### config.mk
export PLATFORM = sky130hd
export DESIGN_NAME = exu_top
export DESIGN_NICKNAME = d
export VERILOG_FILES = /design/src/rtl/exu_pkg.sv /design/src/rtl/exu_issue_reg.sv /design/src/rtl/exu_alu.sv /design/src/rtl/exu_mul.sv /design/src/rtl/exu_div.sv /design/src/rtl/exu_branch.sv /design/src/rtl/exu_writeback.sv /design/src/rtl/exu_top.sv
export VERILOG_INCLUDE_DIRS = /design/src /design/src/rtl
export SDC_FILE = /design/constraint.sdc
export NUM_CORES = 2
export LEC_CHECK = 0
export BUFFER_PORTS_ARGS = -buffer_cell sky130_fd_sc_hd__buf_2
export CAP_MARGIN = 30
export CORE_AREA = 10 10 332 334
export CTS_BUF_LIST = sky130_fd_sc_hd__clkbuf_16
export CTS_CLUSTER_DIAMETER = 80
export DETAILED_ROUTE_END_ITERATION = 16
export DIE_AREA = 0 0 342 344
export GPL_TIMING_DRIVEN = 0
export SYNTH_ARGS = -nofsm -noshare
export SYNTH_HDL_FRONTEND = slang
export SYNTH_SLANG_ARGS = --single-unit
### constraint.sdc
create_clock -name clock -period 12.85 [get_ports clock]
set_clock_uncertainty 0.15 [all_clocks]
set_input_delay 1.285 -clock clock [delete_from_list [all_inputs] [get_ports clock]]
set_output_delay 1.285 -clock clock [all_outputs]
set_load 0.05 [all_outputs]
### src/rtl/exu_defines.svh
`ifndef EXU_DEFINES_SVH
`define EXU_DEFINES_SVH

// datapath width
`define EXU_XLEN 32

// gpr index width
`define EXU_REG_AW 5

// radix-4 booth, two multiplier bits per step
`define EXU_MUL_STEPS 16

// restoring divider, one quotient bit per step
`define EXU_DIV_STEPS 32

`endif

### src/rtl/exu_pkg.sv
`default_nettype none

`include "exu_defines.svh"

package exu_pkg;

  typedef logic [`EXU_XLEN-1:0]   word_t;
  typedef logic [2*`EXU_XLEN-1:0] dword_t;
  typedef logic [`EXU_REG_AW-1:0] reg_addr_t;

  // funct3 of the integer ops, reused for the M extension kinds
  typedef enum logic [2:0] {
    alu_add  = 3'b000,
    alu_sll  = 3'b001,
    alu_slt  = 3'b010,
    alu_sltu = 3'b011,
    alu_xor  = 3'b100,
    alu_srl  = 3'b101,
    alu_or   = 3'b110,
    alu_and  = 3'b111
  } alu_funct_t;

  typedef enum logic [2:0] {
    goto_none = 3'b000,
    goto_jal  = 3'b001,
    goto_jalr = 3'b010,
    goto_jreg = 3'b011,
    goto_bnz  = 3'b100,
    goto_bz   = 3'b101
  } goto_t;

  // operand signedness, a first
  typedef enum logic [1:0] {
    mul_ss = 2'b00,
    mul_su = 2'b01,
    mul_uu = 2'b10
  } mul_sign_t;

  typedef enum logic [1:0] {
    unit_alu  = 2'b00,
    unit_mul  = 2'b01,
    unit_div  = 2'b10,
    unit_pass = 2'b11
  } unit_t;

  typedef enum logic [1:0] {
    mul_st_idle = 2'b00,
    mul_st_run  = 2'b01,
    mul_st_done = 2'b10
  } mul_state_t;

  typedef enum logic [1:0] {
    div_st_idle = 2'b00,
    div_st_run  = 2'b01,
    div_st_done = 2'b10
  } div_state_t;

endpackage

`default_nettype wire

### src/rtl/exu_issue_reg.sv
`default_nettype none

module exu_issue_reg import exu_pkg::*; (
  input  wire logic       clock,
  input  wire logic       reset,
  input  wire logic       in_valid,
  output logic            in_ready,
  input  wire word_t      in_pc,
  input  wire word_t      in_val_a,
  input  wire word_t      in_val_b,
  input  wire word_t      in_val_c,
  input  wire logic       in_alu_src,
  input  wire alu_funct_t in_alu_funct,
  input  wire logic       in_alu_sw,
  input  wire logic       in_mul,
  input  wire reg_addr_t  in_rd,
  input  wire logic       in_rd_src,
  input  wire goto_t      in_goto,
  input  wire logic       retire,
  output logic            valid,
  output word_t           pc,
  output word_t           val_a,
  output word_t           val_c,
  output word_t           op_a,
  output word_t           op_b,
  output alu_funct_t      alu_funct,
  output logic            alu_sw,
  output unit_t           unit,
  output reg_addr_t       rd,
  output goto_t           goto,
  output logic            mul_start,
  output logic            div_start,
  output mul_sign_t       mul_sign,
  output logic            div_signed
);

  logic      accept;
  logic      alu_src;
  word_t     val_b;
  unit_t     in_unit;
  mul_sign_t in_mul_sign;

  // single entry, refilled in the cycle it drains
  assign in_ready = !valid || retire;
  assign accept   = in_valid && in_ready;

  always_comb begin
    if (in_mul) begin
      in_unit = in_alu_funct[2] ? unit_div : unit_mul;
    end else begin
      in_unit = in_rd_src ? unit_pass : unit_alu;
    end
    // mul and mulh both signed, low word does not care
    case (in_alu_funct[1:0])
      2'b10:   in_mul_sign = mul_su;
      2'b11:   in_mul_sign = mul_uu;
      default: in_mul_sign = mul_ss;
    endcase
  end

  always_ff @(posedge clock) begin
    if (reset) begin
      valid     <= 1'b0;
      mul_start <= 1'b0;
      div_start <= 1'b0;
    end else begin
      mul_start <= accept && in_mul && !in_alu_funct[2];
      div_start <= accept && in_mul && in_alu_funct[2];
      if (accept) begin
        valid <= 1'b1;
      end else if (retire) begin
        valid <= 1'b0;
      end
    end
  end

  always_ff @(posedge clock) begin
    if (accept) begin
      pc         <= in_pc;
      val_a      <= in_val_a;
      val_b      <= in_val_b;
      val_c      <= in_val_c;
      alu_src    <= in_alu_src;
      alu_funct  <= in_alu_funct;
      alu_sw     <= in_alu_sw;
      unit       <= in_unit;
      rd         <= in_rd;
      goto       <= in_goto;
      mul_sign   <= in_mul_sign;
      div_signed <= !in_alu_funct[0];
    end
  end

  // pc-relative ops take pc as the first operand
  assign op_a = alu_src ? pc : val_a;
  assign op_b = val_b;

  // a retire only ever drains a held entry
  a_retire_held: assert property (@(posedge clock) disable iff (reset)
    retire |-> valid);

endmodule

`default_nettype wire

### src/rtl/exu_alu.sv
`default_nettype none

`include "exu_defines.svh"

module exu_alu import exu_pkg::*; (
  input  wire word_t      a,
  input  wire word_t      b,
  input  wire alu_funct_t funct,
  input  wire logic       sw,
  output word_t           val
);

  localparam int SHW = $clog2(`EXU_XLEN);

  logic [SHW-1:0] shamt;

  assign shamt = b[SHW-1:0];

  // sw turns add into sub and srl into sra
  always_comb begin
    case (funct)
      alu_add: begin
        val = sw ? (a - b) : (a + b);
      end
      alu_sll: begin
        val = a << shamt;
      end
      alu_slt: begin
        val = word_t'($signed(a) < $signed(b));
      end
      alu_sltu: begin
        val = word_t'(a < b);
      end
      alu_xor: begin
        val = a ^ b;
      end
      alu_srl: begin
        val = sw ? word_t'($signed(a) >>> shamt) : (a >> shamt);
      end
      alu_or: begin
        val = a | b;
      end
      alu_and: begin
        val = a & b;
      end
      default: begin
        val = '0;
      end
    endcase
  end

endmodule

`default_nettype wire

### src/rtl/exu_mul.sv
`default_nettype none

`include "exu_defines.svh"

module exu_mul import exu_pkg::*; (
  input  wire logic      clock,
  input  wire logic      reset,
  input  wire logic      start,
  input  wire mul_sign_t sign,
  input  wire word_t     a,
  input  wire word_t     b,
  output logic           done,
  output dword_t         prod
);

  localparam int W  = `EXU_XLEN;
  localparam int CW = $clog2(`EXU_MUL_STEPS);

  mul_state_t    state;
  logic [CW-1:0] cnt;
  dword_t        mcand;
  dword_t        acc;
  logic [W:0]    mplr;
  dword_t        pp;
  dword_t        a_ext;
  logic          a_signed;
  logic          b_signed;

  assign a_signed = (sign != mul_uu);
  assign b_signed = (sign == mul_ss);
  assign a_ext    = {{W{a_signed & a[W-1]}}, a};

  // booth digit from the current three-bit window
  always_comb begin
    case (mplr[2:0])
      3'b001, 3'b010: pp = mcand;
      3'b011:         pp = mcand << 1;
      3'b100:         pp = -(mcand << 1);
      3'b101, 3'b110: pp = -mcand;
      default:        pp = '0;
    endcase
  end

  always_ff @(posedge clock) begin
    if (reset) begin
      state <= mul_st_idle;
      cnt   <= '0;
    end else if (start) begin
      state <= mul_st_run;
      cnt   <= '0;
    end else if (state == mul_st_run) begin
      cnt <= cnt + 1'b1;
      if (cnt == CW'(`EXU_MUL_STEPS - 1)) begin
        state <= mul_st_done;
      end
    end
  end

  always_ff @(posedge clock) begin
    if (start) begin
      mcand <= a_ext;
      mplr  <= {b, 1'b0};
      // recoding reads b as signed, an unsigned b with msb set needs a << W on top
      acc   <= (!b_signed && b[W-1]) ? (a_ext << W) : '0;
    end else if (state == mul_st_run) begin
      acc   <= acc + pp;
      mcand <= mcand << 2;
      mplr  <= mplr >> 2;
    end
  end

  // a new start hides the previous completion
  assign done = (state == mul_st_done) && !start;
  assign prod = acc;

  a_no_restart: assert property (@(posedge clock) disable iff (reset)
    start |-> (state != mul_st_run));

endmodule

`default_nettype wire

### src/rtl/exu_div.sv
`default_nettype none

`include "exu_defines.svh"

module exu_div import exu_pkg::*; (
  input  wire logic  clock,
  input  wire logic  reset,
  input  wire logic  start,
  input  wire logic  signed_op,
  input  wire word_t a,
  input  wire word_t b,
  output logic       done,
  output word_t      quot,
  output word_t      rem
);

  localparam int W  = `EXU_XLEN;
  localparam int CW = $clog2(`EXU_DIV_STEPS);

  div_state_t    state;
  logic [CW-1:0] cnt;
  word_t         q;
  word_t         r;
  word_t         d;
  logic          q_neg;
  logic          r_neg;
  logic          a_neg;
  logic          b_neg;
  word_t         a_mag;
  word_t         b_mag;
  logic [W:0]    sh;
  logic [W:0]    diff;

  assign a_neg = signed_op & a[W-1];
  assign b_neg = signed_op & b[W-1];
  assign a_mag = a_neg ? -a : a;
  assign b_mag = b_neg ? -b : b;

  // partial remainder with the next dividend bit shifted in
  assign sh   = {r, q[W-1]};
  assign diff = sh - {1'b0, d};

  always_ff @(posedge clock) begin
    if (reset) begin
      state <= div_st_idle;
      cnt   <= '0;
    end else if (start) begin
      state <= div_st_run;
      cnt   <= '0;
    end else if (state == div_st_run) begin
      cnt <= cnt + 1'b1;
      if (cnt == CW'(`EXU_DIV_STEPS - 1)) begin
        state <= div_st_done;
      end
    end
  end

  always_ff @(posedge clock) begin
    if (start) begin
      q     <= a_mag;
      r     <= '0;
      d     <= b_mag;
      // x/0 keeps the all-ones quotient, so no negation there
      q_neg <= (a_neg ^ b_neg) && (b != '0);
      r_neg <= a_neg;
    end else if (state == div_st_run) begin
      if (sh >= {1'b0, d}) begin
        r <= diff[W-1:0];
        q <= {q[W-2:0], 1'b1};
      end else begin
        r <= sh[W-1:0];
        q <= {q[W-2:0], 1'b0};
      end
    end
  end

  // most-negative / -1 falls out as the dividend with rem 0
  assign quot = q_neg ? -q : q;
  assign rem  = r_neg ? -r : r;
  assign done = (state == div_st_done) && !start;

  a_rem_range: assert property (@(posedge clock) disable iff (reset)
    (done && (d != '0)) |-> (r < d));

endmodule

`default_nettype wire

### src/rtl/exu_branch.sv
`default_nettype none

module exu_branch import exu_pkg::*; (
  input  wire logic  valid,
  input  wire goto_t goto,
  input  wire word_t pc,
  input  wire word_t val_a,
  input  wire word_t val_c,
  input  wire word_t alu_val,
  output logic       jump_flush,
  output word_t      jump_dnpc
);

  logic  taken;
  logic  predict;
  logic  alu_any;
  word_t base;
  word_t offset;
  word_t dnpc;

  assign alu_any = |alu_val;

  always_comb begin
    case (goto)
      goto_none: taken = 1'b0;
      goto_bnz:  taken = alu_any;
      goto_bz:   taken = !alu_any;
      default:   taken = 1'b1;
    endcase
  end

  // register-based targets start from val_a
  always_comb begin
    case (goto)
      goto_jalr, goto_jreg: base = val_a;
      default:              base = pc;
    endcase
    offset = (goto == goto_jreg) ? '0 : val_c;
  end

  assign dnpc = base + (taken ? offset : word_t'(4));

  // backward branches predicted taken, jumps never
  assign predict = ((goto == goto_bnz) || (goto == goto_bz)) && val_c[31];

  assign jump_flush = valid && (taken ^ predict);
  assign jump_dnpc  = {dnpc[31:1], 1'b0};

endmodule

`default_nettype wire

### src/rtl/exu_writeback.sv
`default_nettype none

`include "exu_defines.svh"

module exu_writeback import exu_pkg::*; (
  input  wire logic       valid,
  input  wire unit_t      unit,
  input  wire alu_funct_t alu_funct,
  input  wire word_t      alu_val,
  input  wire word_t      val_a,
  input  wire logic       mul_done,
  input  wire dword_t     prod,
  input  wire logic       div_done,
  input  wire word_t      quot,
  input  wire word_t      rem,
  input  wire logic       out_ready,
  output logic            out_valid,
  output word_t           out_gpr_wdata,
  output logic            retire
);

  localparam int W = `EXU_XLEN;

  logic unit_done;

  always_comb begin
    case (unit)
      unit_mul: begin
        // only mul itself wants the low word
        out_gpr_wdata = (|alu_funct[1:0]) ? prod[2*W-1:W] : prod[W-1:0];
        unit_done     = mul_done;
      end
      unit_div: begin
        out_gpr_wdata = alu_funct[1] ? rem : quot;
        unit_done     = div_done;
      end
      unit_pass: begin
        out_gpr_wdata = val_a;
        unit_done     = 1'b1;
      end
      default: begin
        out_gpr_wdata = alu_val;
        unit_done     = 1'b1;
      end
    endcase
  end

  assign out_valid = valid && unit_done;
  assign retire    = out_valid && out_ready;

endmodule

`default_nettype wire

### src/rtl/exu_top.sv
`default_nettype none

module exu_top import exu_pkg::*; (
  input  wire logic       clock,
  input  wire logic       reset,
  input  wire logic       in_valid,
  output logic            in_ready,
  input  wire word_t      in_pc,
  input  wire word_t      in_val_a,
  input  wire word_t      in_val_b,
  input  wire word_t      in_val_c,
  input  wire logic       in_alu_src,
  input  wire alu_funct_t in_alu_funct,
  input  wire logic       in_alu_sw,
  input  wire logic       in_mul,
  input  wire reg_addr_t  in_rd,
  input  wire logic       in_rd_src,
  input  wire goto_t      in_goto,
  input  wire logic       out_ready,
  output logic            out_valid,
  output reg_addr_t       out_gpr_waddr,
  output word_t           out_gpr_wdata,
  output word_t           out_pc,
  output logic            jump_flush,
  output word_t           jump_dnpc
);

  logic       valid;
  word_t      pc;
  word_t      val_a;
  word_t      val_c;
  word_t      op_a;
  word_t      op_b;
  alu_funct_t alu_funct;
  logic       alu_sw;
  unit_t      unit;
  goto_t      goto;
  logic       mul_start;
  logic       div_start;
  mul_sign_t  mul_sign;
  logic       div_signed;
  word_t      alu_val;
  logic       mul_done;
  dword_t     prod;
  logic       div_done;
  word_t      quot;
  word_t      rem;
  logic       retire;

  exu_issue_reg i_issue (
    .clock(clock), .reset(reset),
    .in_valid(in_valid), .in_ready(in_ready),
    .in_pc(in_pc), .in_val_a(in_val_a), .in_val_b(in_val_b), .in_val_c(in_val_c),
    .in_alu_src(in_alu_src), .in_alu_funct(in_alu_funct), .in_alu_sw(in_alu_sw),
    .in_mul(in_mul), .in_rd(in_rd), .in_rd_src(in_rd_src), .in_goto(in_goto),
    .retire(retire), .valid(valid),
    .pc(pc), .val_a(val_a), .val_c(val_c), .op_a(op_a), .op_b(op_b),
    .alu_funct(alu_funct), .alu_sw(alu_sw), .unit(unit),
    .rd(out_gpr_waddr), .goto(goto),
    .mul_start(mul_start), .div_start(div_start),
    .mul_sign(mul_sign), .div_signed(div_signed)
  );

  exu_alu i_alu (
    .a(op_a), .b(op_b), .funct(alu_funct), .sw(alu_sw), .val(alu_val)
  );

  exu_mul i_mul (
    .clock(clock), .reset(reset), .start(mul_start), .sign(mul_sign),
    .a(op_a), .b(op_b), .done(mul_done), .prod(prod)
  );

  exu_div i_div (
    .clock(clock), .reset(reset), .start(div_start), .signed_op(div_signed),
    .a(op_a), .b(op_b), .done(div_done), .quot(quot), .rem(rem)
  );

  exu_branch i_branch (
    .valid(valid), .goto(goto), .pc(pc), .val_a(val_a), .val_c(val_c),
    .alu_val(alu_val), .jump_flush(jump_flush), .jump_dnpc(jump_dnpc)
  );

  exu_writeback i_writeback (
    .valid(valid), .unit(unit), .alu_funct(alu_funct),
    .alu_val(alu_val), .val_a(val_a),
    .mul_done(mul_done), .prod(prod),
    .div_done(div_done), .quot(quot), .rem(rem),
    .out_ready(out_ready), .out_valid(out_valid),
    .out_gpr_wdata(out_gpr_wdata), .retire(retire)
  );

  assign out_pc = pc;

endmodule

`default_nettype wire

== Word level (Yosys, flattened, before mapping) ==
Cells that the tools add are included.
Widths: inputs -> output; s select.

* Bits in registers: 421
* Output and inout port bits: 104

* Add/sub/neg operators: 13
* Order comparisons: 3
* Equality and inequality tests: 29
* Shift operators: 3
* Muxes and demuxes: 40
* Bitwise gates (word level): 8
* Reductions and logical operators: 41

{| class="wikitable"
|+ Operator list
! kind !! count
|-
| $mux 32 || 15
|-
| $mux 64 || 5
|-
| $pmux 32 s8 || 1
|-
| $pmux 64 s4 || 1
|-
| $neg 32->32 || 4
|-
| $neg 64->64 || 2
|-
| $pmux 32 s3 || 1
|-
| $mux 33 || 2
|-
| $add 32x32->32 || 2
|-
| $add 64x64->64 || 1
|-
| $lt 32x32->1 || 2
|-
| $sub 32x32->32 || 2
|-
| $ge 33x32->1 || 1
|-
| $and 32x32->32 || 1
|-
| $or 32x32->32 || 1
|-
| $reduce_bool 32->1 || 1
|-
| $reduce_or 32->1 || 1
|-
| $shl 32x5->32 || 1
|-
| $shr 32x5->32 || 1
|-
| $sshr 32x5->32 || 1
|-
| $xor 32x32->32 || 1
|-
| $eq 3x3->1 const B || 9
|-
| $eq 3x2->1 const B || 6
|-
| $eq 2x2->1 const B || 6
|-
| other kinds (22) || 69
|}

== Longest topological paths before layout ==
* Depth after elaboration: 9
* Depth in mapped cells: 42

== Cells and area by module ==
From an unflattened synthesis, not the netlist that was laid out.

* Cells, all modules: 4794
* Area total of the unflattened synthesis: 40761.6 um^2

{| class="wikitable"
|+ Modules (own cells, without submodules)
! module !! instances !! cells an instance !! area each (um^2) !! sequential area each (um^2)
|-
| exu_mul || 1 || 1600 || 13480.4 || 4944.7
|-
| exu_div || 1 || 1083 || 8807.2 || 2762.6
|-
| exu_alu || 1 || 1307 || 8628.3 || 0.0
|-
| exu_issue_reg || 1 || 200 || 5069.9 || 4444.3
|-
| exu_branch || 1 || 336 || 2517.4 || 0.0
|-
| exu_writeback || 1 || 268 || 2258.4 || 0.0
|}

== Least setup slack after synthesis ==
Ideal clock, no wire load.

* Kind: register to output
* Start: register i_issue.alu_src
* End: output port jump_dnpc[30]
* Data arrival time: 10204 ps
* Setup slack: 1211 ps
* Cell stages (with the launch flop): 43
* Path buffers: 9
* Cells stage by stage: edfxtp_1 > buf_4 > buf_4 > buf_2 > buf_2 > buf_4 > buf_1 > buf_1 > mux2i_1 > ha_1 > clkbuf_1 > inv_1 > a2111oi_0 > o31ai_1 > a21oi_1 > o21ai_0 > or2_2 > a221o_1 > (+7 left out) > clkbuf_1 > nand2_1 > fa_1 > nor2b_1 > o21ai_0 > a21boi_0 > o21ai_0 > a21boi_0 > o2111ai_1 > a31oi_1 > a41oi_1 > a311o_1 > a41oi_1 > nor2_1 > o21ai_0 > nand2b_1 > a311oi_1 > xor2_1

* Longest elaborated chain between the ends: 9
* Elaborated cells on any way between the ends: 19
* Those cells by class: 3 x add/sub; 2 x order compare; 3 x shift; 6 x mux; 3 x bitwise; 2 x reduce/logical

{| class="wikitable"
|+ Ends and longest elaborated chain
! element !! RTL line !! source
|-
| from (decl) || exu_issue_reg.sv:38 || <nowiki>logic alu_src;</nowiki>
|-
| from (signal assigned) || exu_issue_reg.sv:83 || <nowiki>alu_src <= in_alu_src;</nowiki>
|-
| $mux 32 (*) || exu_issue_reg.sv:95 || <nowiki>assign op_a = alu_src ? pc : val_a;</nowiki>
|-
| $add 32x32->32, or another cell as far along || exu_alu.sv:23 || <nowiki>val = sw ? (a - b) : (a + b);</nowiki>
|-
| $mux 32 (on tied branches) || exu_alu.sv:23, exu_alu.sv:38 ||
|-
| $pmux 32 s8 (*) || exu_alu.sv:21 || <nowiki>case (funct)</nowiki>
|-
| $reduce_or 32->1 (*) || exu_branch.sv:21 || <nowiki>assign alu_any = |alu_val;</nowiki>
|-
| $logic_not 1->1 || exu_branch.sv:27 || <nowiki>goto_bz: taken = !alu_any;</nowiki>
|-
| $pmux 1 s3 (*) || exu_branch.sv:24 || <nowiki>case (goto)</nowiki>
|-
| $mux 32 (*) || exu_branch.sv:41 || <nowiki>assign dnpc = base + (taken ? offset : word_t'(4));</nowiki>
|-
| $add 32x32->32 (*) || exu_branch.sv:41 ||
|-
| to (decl) || exu_top.sv:25 || <nowiki>output word_t jump_dnpc</nowiki>
|}

Every way passes the cells marked *; elsewhere a longest branch is shown, timed or not.

== Worst setup path after layout ==
Ends and elaborated chain as after synthesis.

==> impl_results.html <==
<table>
<tr><th>Metric</th><th>Value</th></tr>
<tr><th colspan="2">Setup path</th></tr>
<tr><td>Required time of the critical path</td><td>11.41 ns</td></tr>
<tr><td>Setup slack of the worst register-to-register path</td><td>4.75 ns</td></tr>
<tr><td>Worst-path fanout max</td><td>19</td></tr>
<tr><td>Worst EP arrival</td><td>11.08 ns</td></tr>
<tr><td>Endpoint kind of the worst setup timing path</td><td>output port</td></tr>
<tr><td>Worst path slowest cell</td><td>sky130_fd_sc_hd__o21ai_0</td></tr>
<tr><td>Critical Setup Path Class</td><td>flip-flop to output port</td></tr>
<tr><td>Kind of start point of the critical path</td><td>flip-flop</td></tr>
<tr><td>Delay contributed by the slowest stage of the critical path</td><td>0.52 ns</td></tr>
<tr><th colspan="2">Logic synthesis</th></tr>
<tr><td>Library cells used by synthesis</td><td>92</td></tr>
<tr><td>Count leader, synth</td><td>sky130_fd_sc_hd__nand2_1</td></tr>
<tr><td>Leading post-synthesis cells by instance count</td><td>612 x sky130_fd_sc_hd__nand2_1, 383 x sky130_fd_sc_hd__nor2_1, 372 x sky130_fd_sc_hd__edfxtp_1, 372 x sky130_fd_sc_hd__o21ai_0, 320 x sky130_fd_sc_hd__a21oi_1</td></tr>
<tr><td>Avg Inst Size Synth</td><td>8.38 µm²</td></tr>
<tr><td>Synth Flop Type</td><td>sky130_fd_sc_hd__edfxtp_1</td></tr>
<tr><td>Synth area leader</td><td>sky130_fd_sc_hd__edfxtp_1</td></tr>
<tr><td>Area of the mapped netlist</td><td>41,000 µm²</td></tr>
<tr><td>Fraction of the yosys area taken by sequential cells</td><td>0.296</td></tr>
<tr><td>Number of instances in the synthesized netlist</td><td>4,897</td></tr>
<tr><td>Main area contributors after synthesis</td><td>sky130_fd_sc_hd__edfxtp_1 27%, sky130_fd_sc_hd__ha_1 7.1%, sky130_fd_sc_hd__nand2_1 5.6%</td></tr>
<tr><td>Top-area cell type share of the netlist area</td><td>0.272</td></tr>
<tr><td>Compound-gate portion of the synthesized area</td><td>0.229</td></tr>
<tr><td>Fraction of registers with async set/reset</td><td>0</td></tr>
<tr><td>Synthesized-area fraction occupied by and/or/nand/nor cells</td><td>0.179</td></tr>
<tr><td>Number of flops mapped to enable cells by yosys</td><td>372</td></tr>
<tr><td>Share of synthesized cell area in full adder, half adder and majority cells</td><td>0.0738</td></tr>
<tr><td>Post-synthesis xor/xnor area fraction</td><td>0.0691</td></tr>
<tr><td>Register bit count reported by yosys</td><td>421</td></tr>
<tr><td>Post-synth net total</td><td>5,283</td></tr>
<tr><td>Largest family of logic cells by synthesized area</td><td>compound AO/OA/AOI/OAI gates</td></tr>
<tr><td>Mux share of post-synthesis cell area</td><td>0.0996</td></tr>
<tr><td>Synth Warn #</td><td>0</td></tr>
<tr><th colspan="2">GRT</th></tr>
<tr><td>Largest net degree at the start of global routing</td><td>77</td></tr>
<tr><td>Number of antenna violations at the first check in global routing</td><td>16</td></tr>
<tr><td>Remaining Overflow, GRT</td><td>0</td></tr>
<tr><td>Overall fraction of global-route tracks in use</td><td>0.357</td></tr>
<tr><td>Global-route wire length before repair</td><td>306,000 µm</td></tr>
<tr><td>Vias in the first global route</td><td>41,100</td></tr>
<tr><th colspan="2">Die</th></tr>
<tr><td>Placeable core region</td><td>103,000 µm²</td></tr>
<tr><td>Number of top-level pins</td><td>251</td></tr>
<tr><td>Effective utilization at floorplan</td><td>0.398</td></tr>
<tr><td>Die area</td><td>118,000 µm²</td></tr>
<tr><td>Row cnt</td><td>118</td></tr>
<tr><td>Floorplan die width</td><td>342 µm</td></tr>
<tr><td>Vertical extent of the die</td><td>344 µm</td></tr>
<tr><th colspan="2">Final layout</th></tr>
<tr><td>Relative area change from synthesis to final layout</td><td>15.3%</td></tr>
<tr><td>FF+latch area</td><td>12,200 µm²</td></tr>
<tr><td>Filler cell count</td><td>10,300</td></tr>
<tr><td>Number of nets in the final layout</td><td>5,662</td></tr>
<tr><td>Multi-input gate area</td><td>27,300 µm²</td></tr>
<tr><td>Layout Cells excl Fill</td><td>6,712</td></tr>
<tr><td>Share of cells above drive strength 1</td><td>0.140</td></tr>
<tr><th colspan="2">Timing</th></tr>
<tr><td>Timing-limited maximum frequency</td><td>79.9 MHz</td></tr>
<tr><td>Fin Hold WS</td><td>0.317 ns</td></tr>
<tr><td>Tightest Pin Transition</td><td>1.19 ns</td></tr>
<tr><td>Final Max Tran Viols</td><td>0</td></tr>
<tr><td>Tightest slew margin relative to the limit</td><td>0.208</td></tr>
<tr><td>Setup TNS after final layout</td><td>0 ns</td></tr>
<tr><td>Count of final hold-check violations</td><td>0</td></tr>
<tr><td>RSZ-0062 raised after global routing</td><td>no</td></tr>
<tr><td>Count of endpoints failing setup in the final report</td><td>0</td></tr>
<tr><td>Final Cycle Share</td><td>0.974</td></tr>
<tr><td>Tmin final</td><td>12.51 ns</td></tr>
<tr><th colspan="2">Clocking</th></tr>
<tr><td>Clk pin slew, worst setup/hold paths</td><td>0.06 ns</td></tr>
<tr><td>Number of H-tree levels</td><td>2</td></tr>
<tr><td>Clock tree from TritonCTS</td><td>built</td></tr>
<tr><td>Number of buffers between clock root and the deepest sink</td><td>3</td></tr>
<tr><td>TritonCTS Sinks</td><td>421</td></tr>
<tr><td>Num CTS Buffers</td><td>54</td></tr>
<tr><td>Worst-Skew Late Latency</td><td>0.70 ns</td></tr>
<tr><td>Clock Tree Root</td><td>sky130_fd_sc_hd__clkbuf_16</td></tr>
<tr><td>Hold_buf cts</td><td>0</td></tr>
<tr><th colspan="2">Run status</th></tr>
<tr><td>Run status</td><td>finished, final reports clean</td></tr>
<tr><th colspan="2">Power</th></tr>
<tr><td>Peak supply drop</td><td>0.000128 V</td></tr>
<tr><td>Power Dens Cells</td><td>136 nW/µm²</td></tr>
<tr><td>Leakage dissipation</td><td>18.4 nW</td></tr>
<tr><th colspan="2">Routing</th></tr>
<tr><td>Final routed wirelength across all metal layers</td><td>219,000 µm</td></tr>
<tr><td>Drt via density</td><td>6.49</td></tr>
<tr><td>Total DRC errors in the routed layout</td><td>0</td></tr>
<tr><td>Avg WL per Cell</td><td>32.6 µm</td></tr>
<tr><td>Detailed Route Iter0 Violations</td><td>6,743</td></tr>
<tr><td>First-pass iteration count of the detailed router</td><td>13</td></tr>
<tr><td>Via total after detailed routing</td><td>43,600</td></tr>
<tr><td>Detail Route Antenna Nets</td><td>0</td></tr>
<tr><th colspan="2">Place</th></tr>
<tr><td>Placer congestion estimate</td><td>1.06</td></tr>
<tr><td>Detailed placer's ending HPWL</td><td>175,000 µm</td></tr>
<tr><td>Placed instance count</td><td>6,573</td></tr>
<tr><td>PortBufs</td><td>249</td></tr>
<tr><th colspan="2">Flow run</th></tr>
<tr><td>Number of max-cap violations</td><td>0</td></tr>
<tr><th colspan="2">Worst hold path</th></tr>
<tr><td>Hold Crit Class</td><td>flip-flop to flip-flop</td></tr>
</table>
[cell type report]
| cell class | instances | area share |
|---|---|---|
| clock inverter | 47 | 0.00922 |
| multi-input combinational | 3920 | 0.577 |
| sequential | 421 | 0.257 |
| inverter | 232 | 0.0187 |
| tap | 1380 | 0.0365 |
| buffer | 320 | 0.0289 |
| clock buffer | 54 | 0.0285 |
| antenna | 11 | 0.000582 |
| timing repair buffer | 327 | 0.0440 |
[worst max-delay path, delay by kind of cell (launching register included)]
kind | cells | cell delay, ns
AO/OA/AOI/OAI | 19 | 4.93
XOR/XNOR | 2 | 0.46
flip-flops | 1 | 0.32
AND/OR/NAND/NOR | 7 | 0.86
multiplexers | 1 | 0.42
buffers and inverters | 11 | 2.62
adder cells (fa/ha/maj) | 2 | 0.77
[path summary, 6_finish.rpt]
kind	startpoint	to	cells after the start
max	i_issue.alu_src	jump_dnpc[30]	42
min	i_div.cnt[4]	i_div.cnt[4]	2
max reg2reg	i_mul.mplr[1]	i_mul.prod[63]	22
min reg2reg	i_div.cnt[4]	i_div.cnt[4]	2
[power breakdown]
group          switching, mW  internal, mW  leakage [nW]
Combinational           2.02         0.995          13.7
Sequential             0.203          1.65          3.88
Clock                  0.699         0.875         0.876
Total                   2.92          3.52          18.4
[logic make-up (layout without fill, tap and decap cells)]
group,after synthesis,after routing
adders and majority gates,239,239
other,1,12
xor gates and xnor gates,324,324
AOI/OAI and AO/OA,1435,1435
muxes,319,319
DFF,421,421
and+or+nand+nor,1602,1602
buffers and inverters,556,980
[placed cells by master, fill, tap and decap left out, types with 41 or more instances in the layout]
| cell | Yosys | routed |
|---|---|---|
| sky130_fd_sc_hd__a211oi_1 | 89 | 85 |
| sky130_fd_sc_hd__a21o_1 | 82 | 82 |
| sky130_fd_sc_hd__a21oi_1 | 320 | 317 |
| sky130_fd_sc_hd__a31oi_1 | 56 | 53 |
| sky130_fd_sc_hd__and2_1 | 57 | 57 |
| sky130_fd_sc_hd__buf_2 | 22 | 270 |
| sky130_fd_sc_hd__buf_4 | 8 | 46 |
| sky130_fd_sc_hd__clkbuf_1 | 258 | 246 |
| sky130_fd_sc_hd__clkbuf_16 | 0 | 54 |
| sky130_fd_sc_hd__dfxtp_1 | 49 | 48 |
| sky130_fd_sc_hd__edfxtp_1 | 372 | 372 |
| sky130_fd_sc_hd__ha_1 | 234 | 230 |
| sky130_fd_sc_hd__inv_1 | 226 | 229 |
| sky130_fd_sc_hd__mux2_2 | 99 | 99 |
| sky130_fd_sc_hd__mux2i_1 | 157 | 130 |
| sky130_fd_sc_hd__mux4_2 | 61 | 61 |
| sky130_fd_sc_hd__nand2_1 | 612 | 612 |
| sky130_fd_sc_hd__nand2b_1 | 57 | 55 |
| sky130_fd_sc_hd__nand3_1 | 120 | 120 |
| sky130_fd_sc_hd__nand4_1 | 42 | 42 |
| sky130_fd_sc_hd__nor2_1 | 383 | 383 |
| sky130_fd_sc_hd__nor3_1 | 111 | 109 |
| sky130_fd_sc_hd__o21ai_0 | 372 | 367 |
| sky130_fd_sc_hd__o31ai_1 | 46 | 42 |
| sky130_fd_sc_hd__or3_1 | 41 | 41 |
| sky130_fd_sc_hd__xnor2_1 | 233 | 232 |
| sky130_fd_sc_hd__xor2_1 | 91 | 91 |
[per-layer routing]
layer  share of wire  global-route usage
met1            0.39               0.455
met2            0.42               0.532
met3            0.13               0.116
met4           0.065               0.192
met5         0.00041                   0
[what timing repair did]
action	in CTS	in global routing
pin swaps	3	3
setup buffers	7	20
gates resized for setup	77	58
endpoints found under the setup margin	30	4
[per-stage QoR]
stage | total power, mW | cell area [µm²] | utilization | setup WS [ns]
2_1_floorplan | 3.69 | 41000 | - | 1.21
6_report | 6.44 | 47300 | 0.459 | 0.336
4_1_cts | 6.31 | 46900 | 0.454 | 0.00258
5_1_grt | 6.68 | 47300 | 0.458 | 0.0166
3_5_place_dp | 4.69 | 44700 | 0.433 | -2.84
3_3_place_gp | 4.67 | 44000 | 0.427 | -3.59
(Power assumes the default switching activity.)
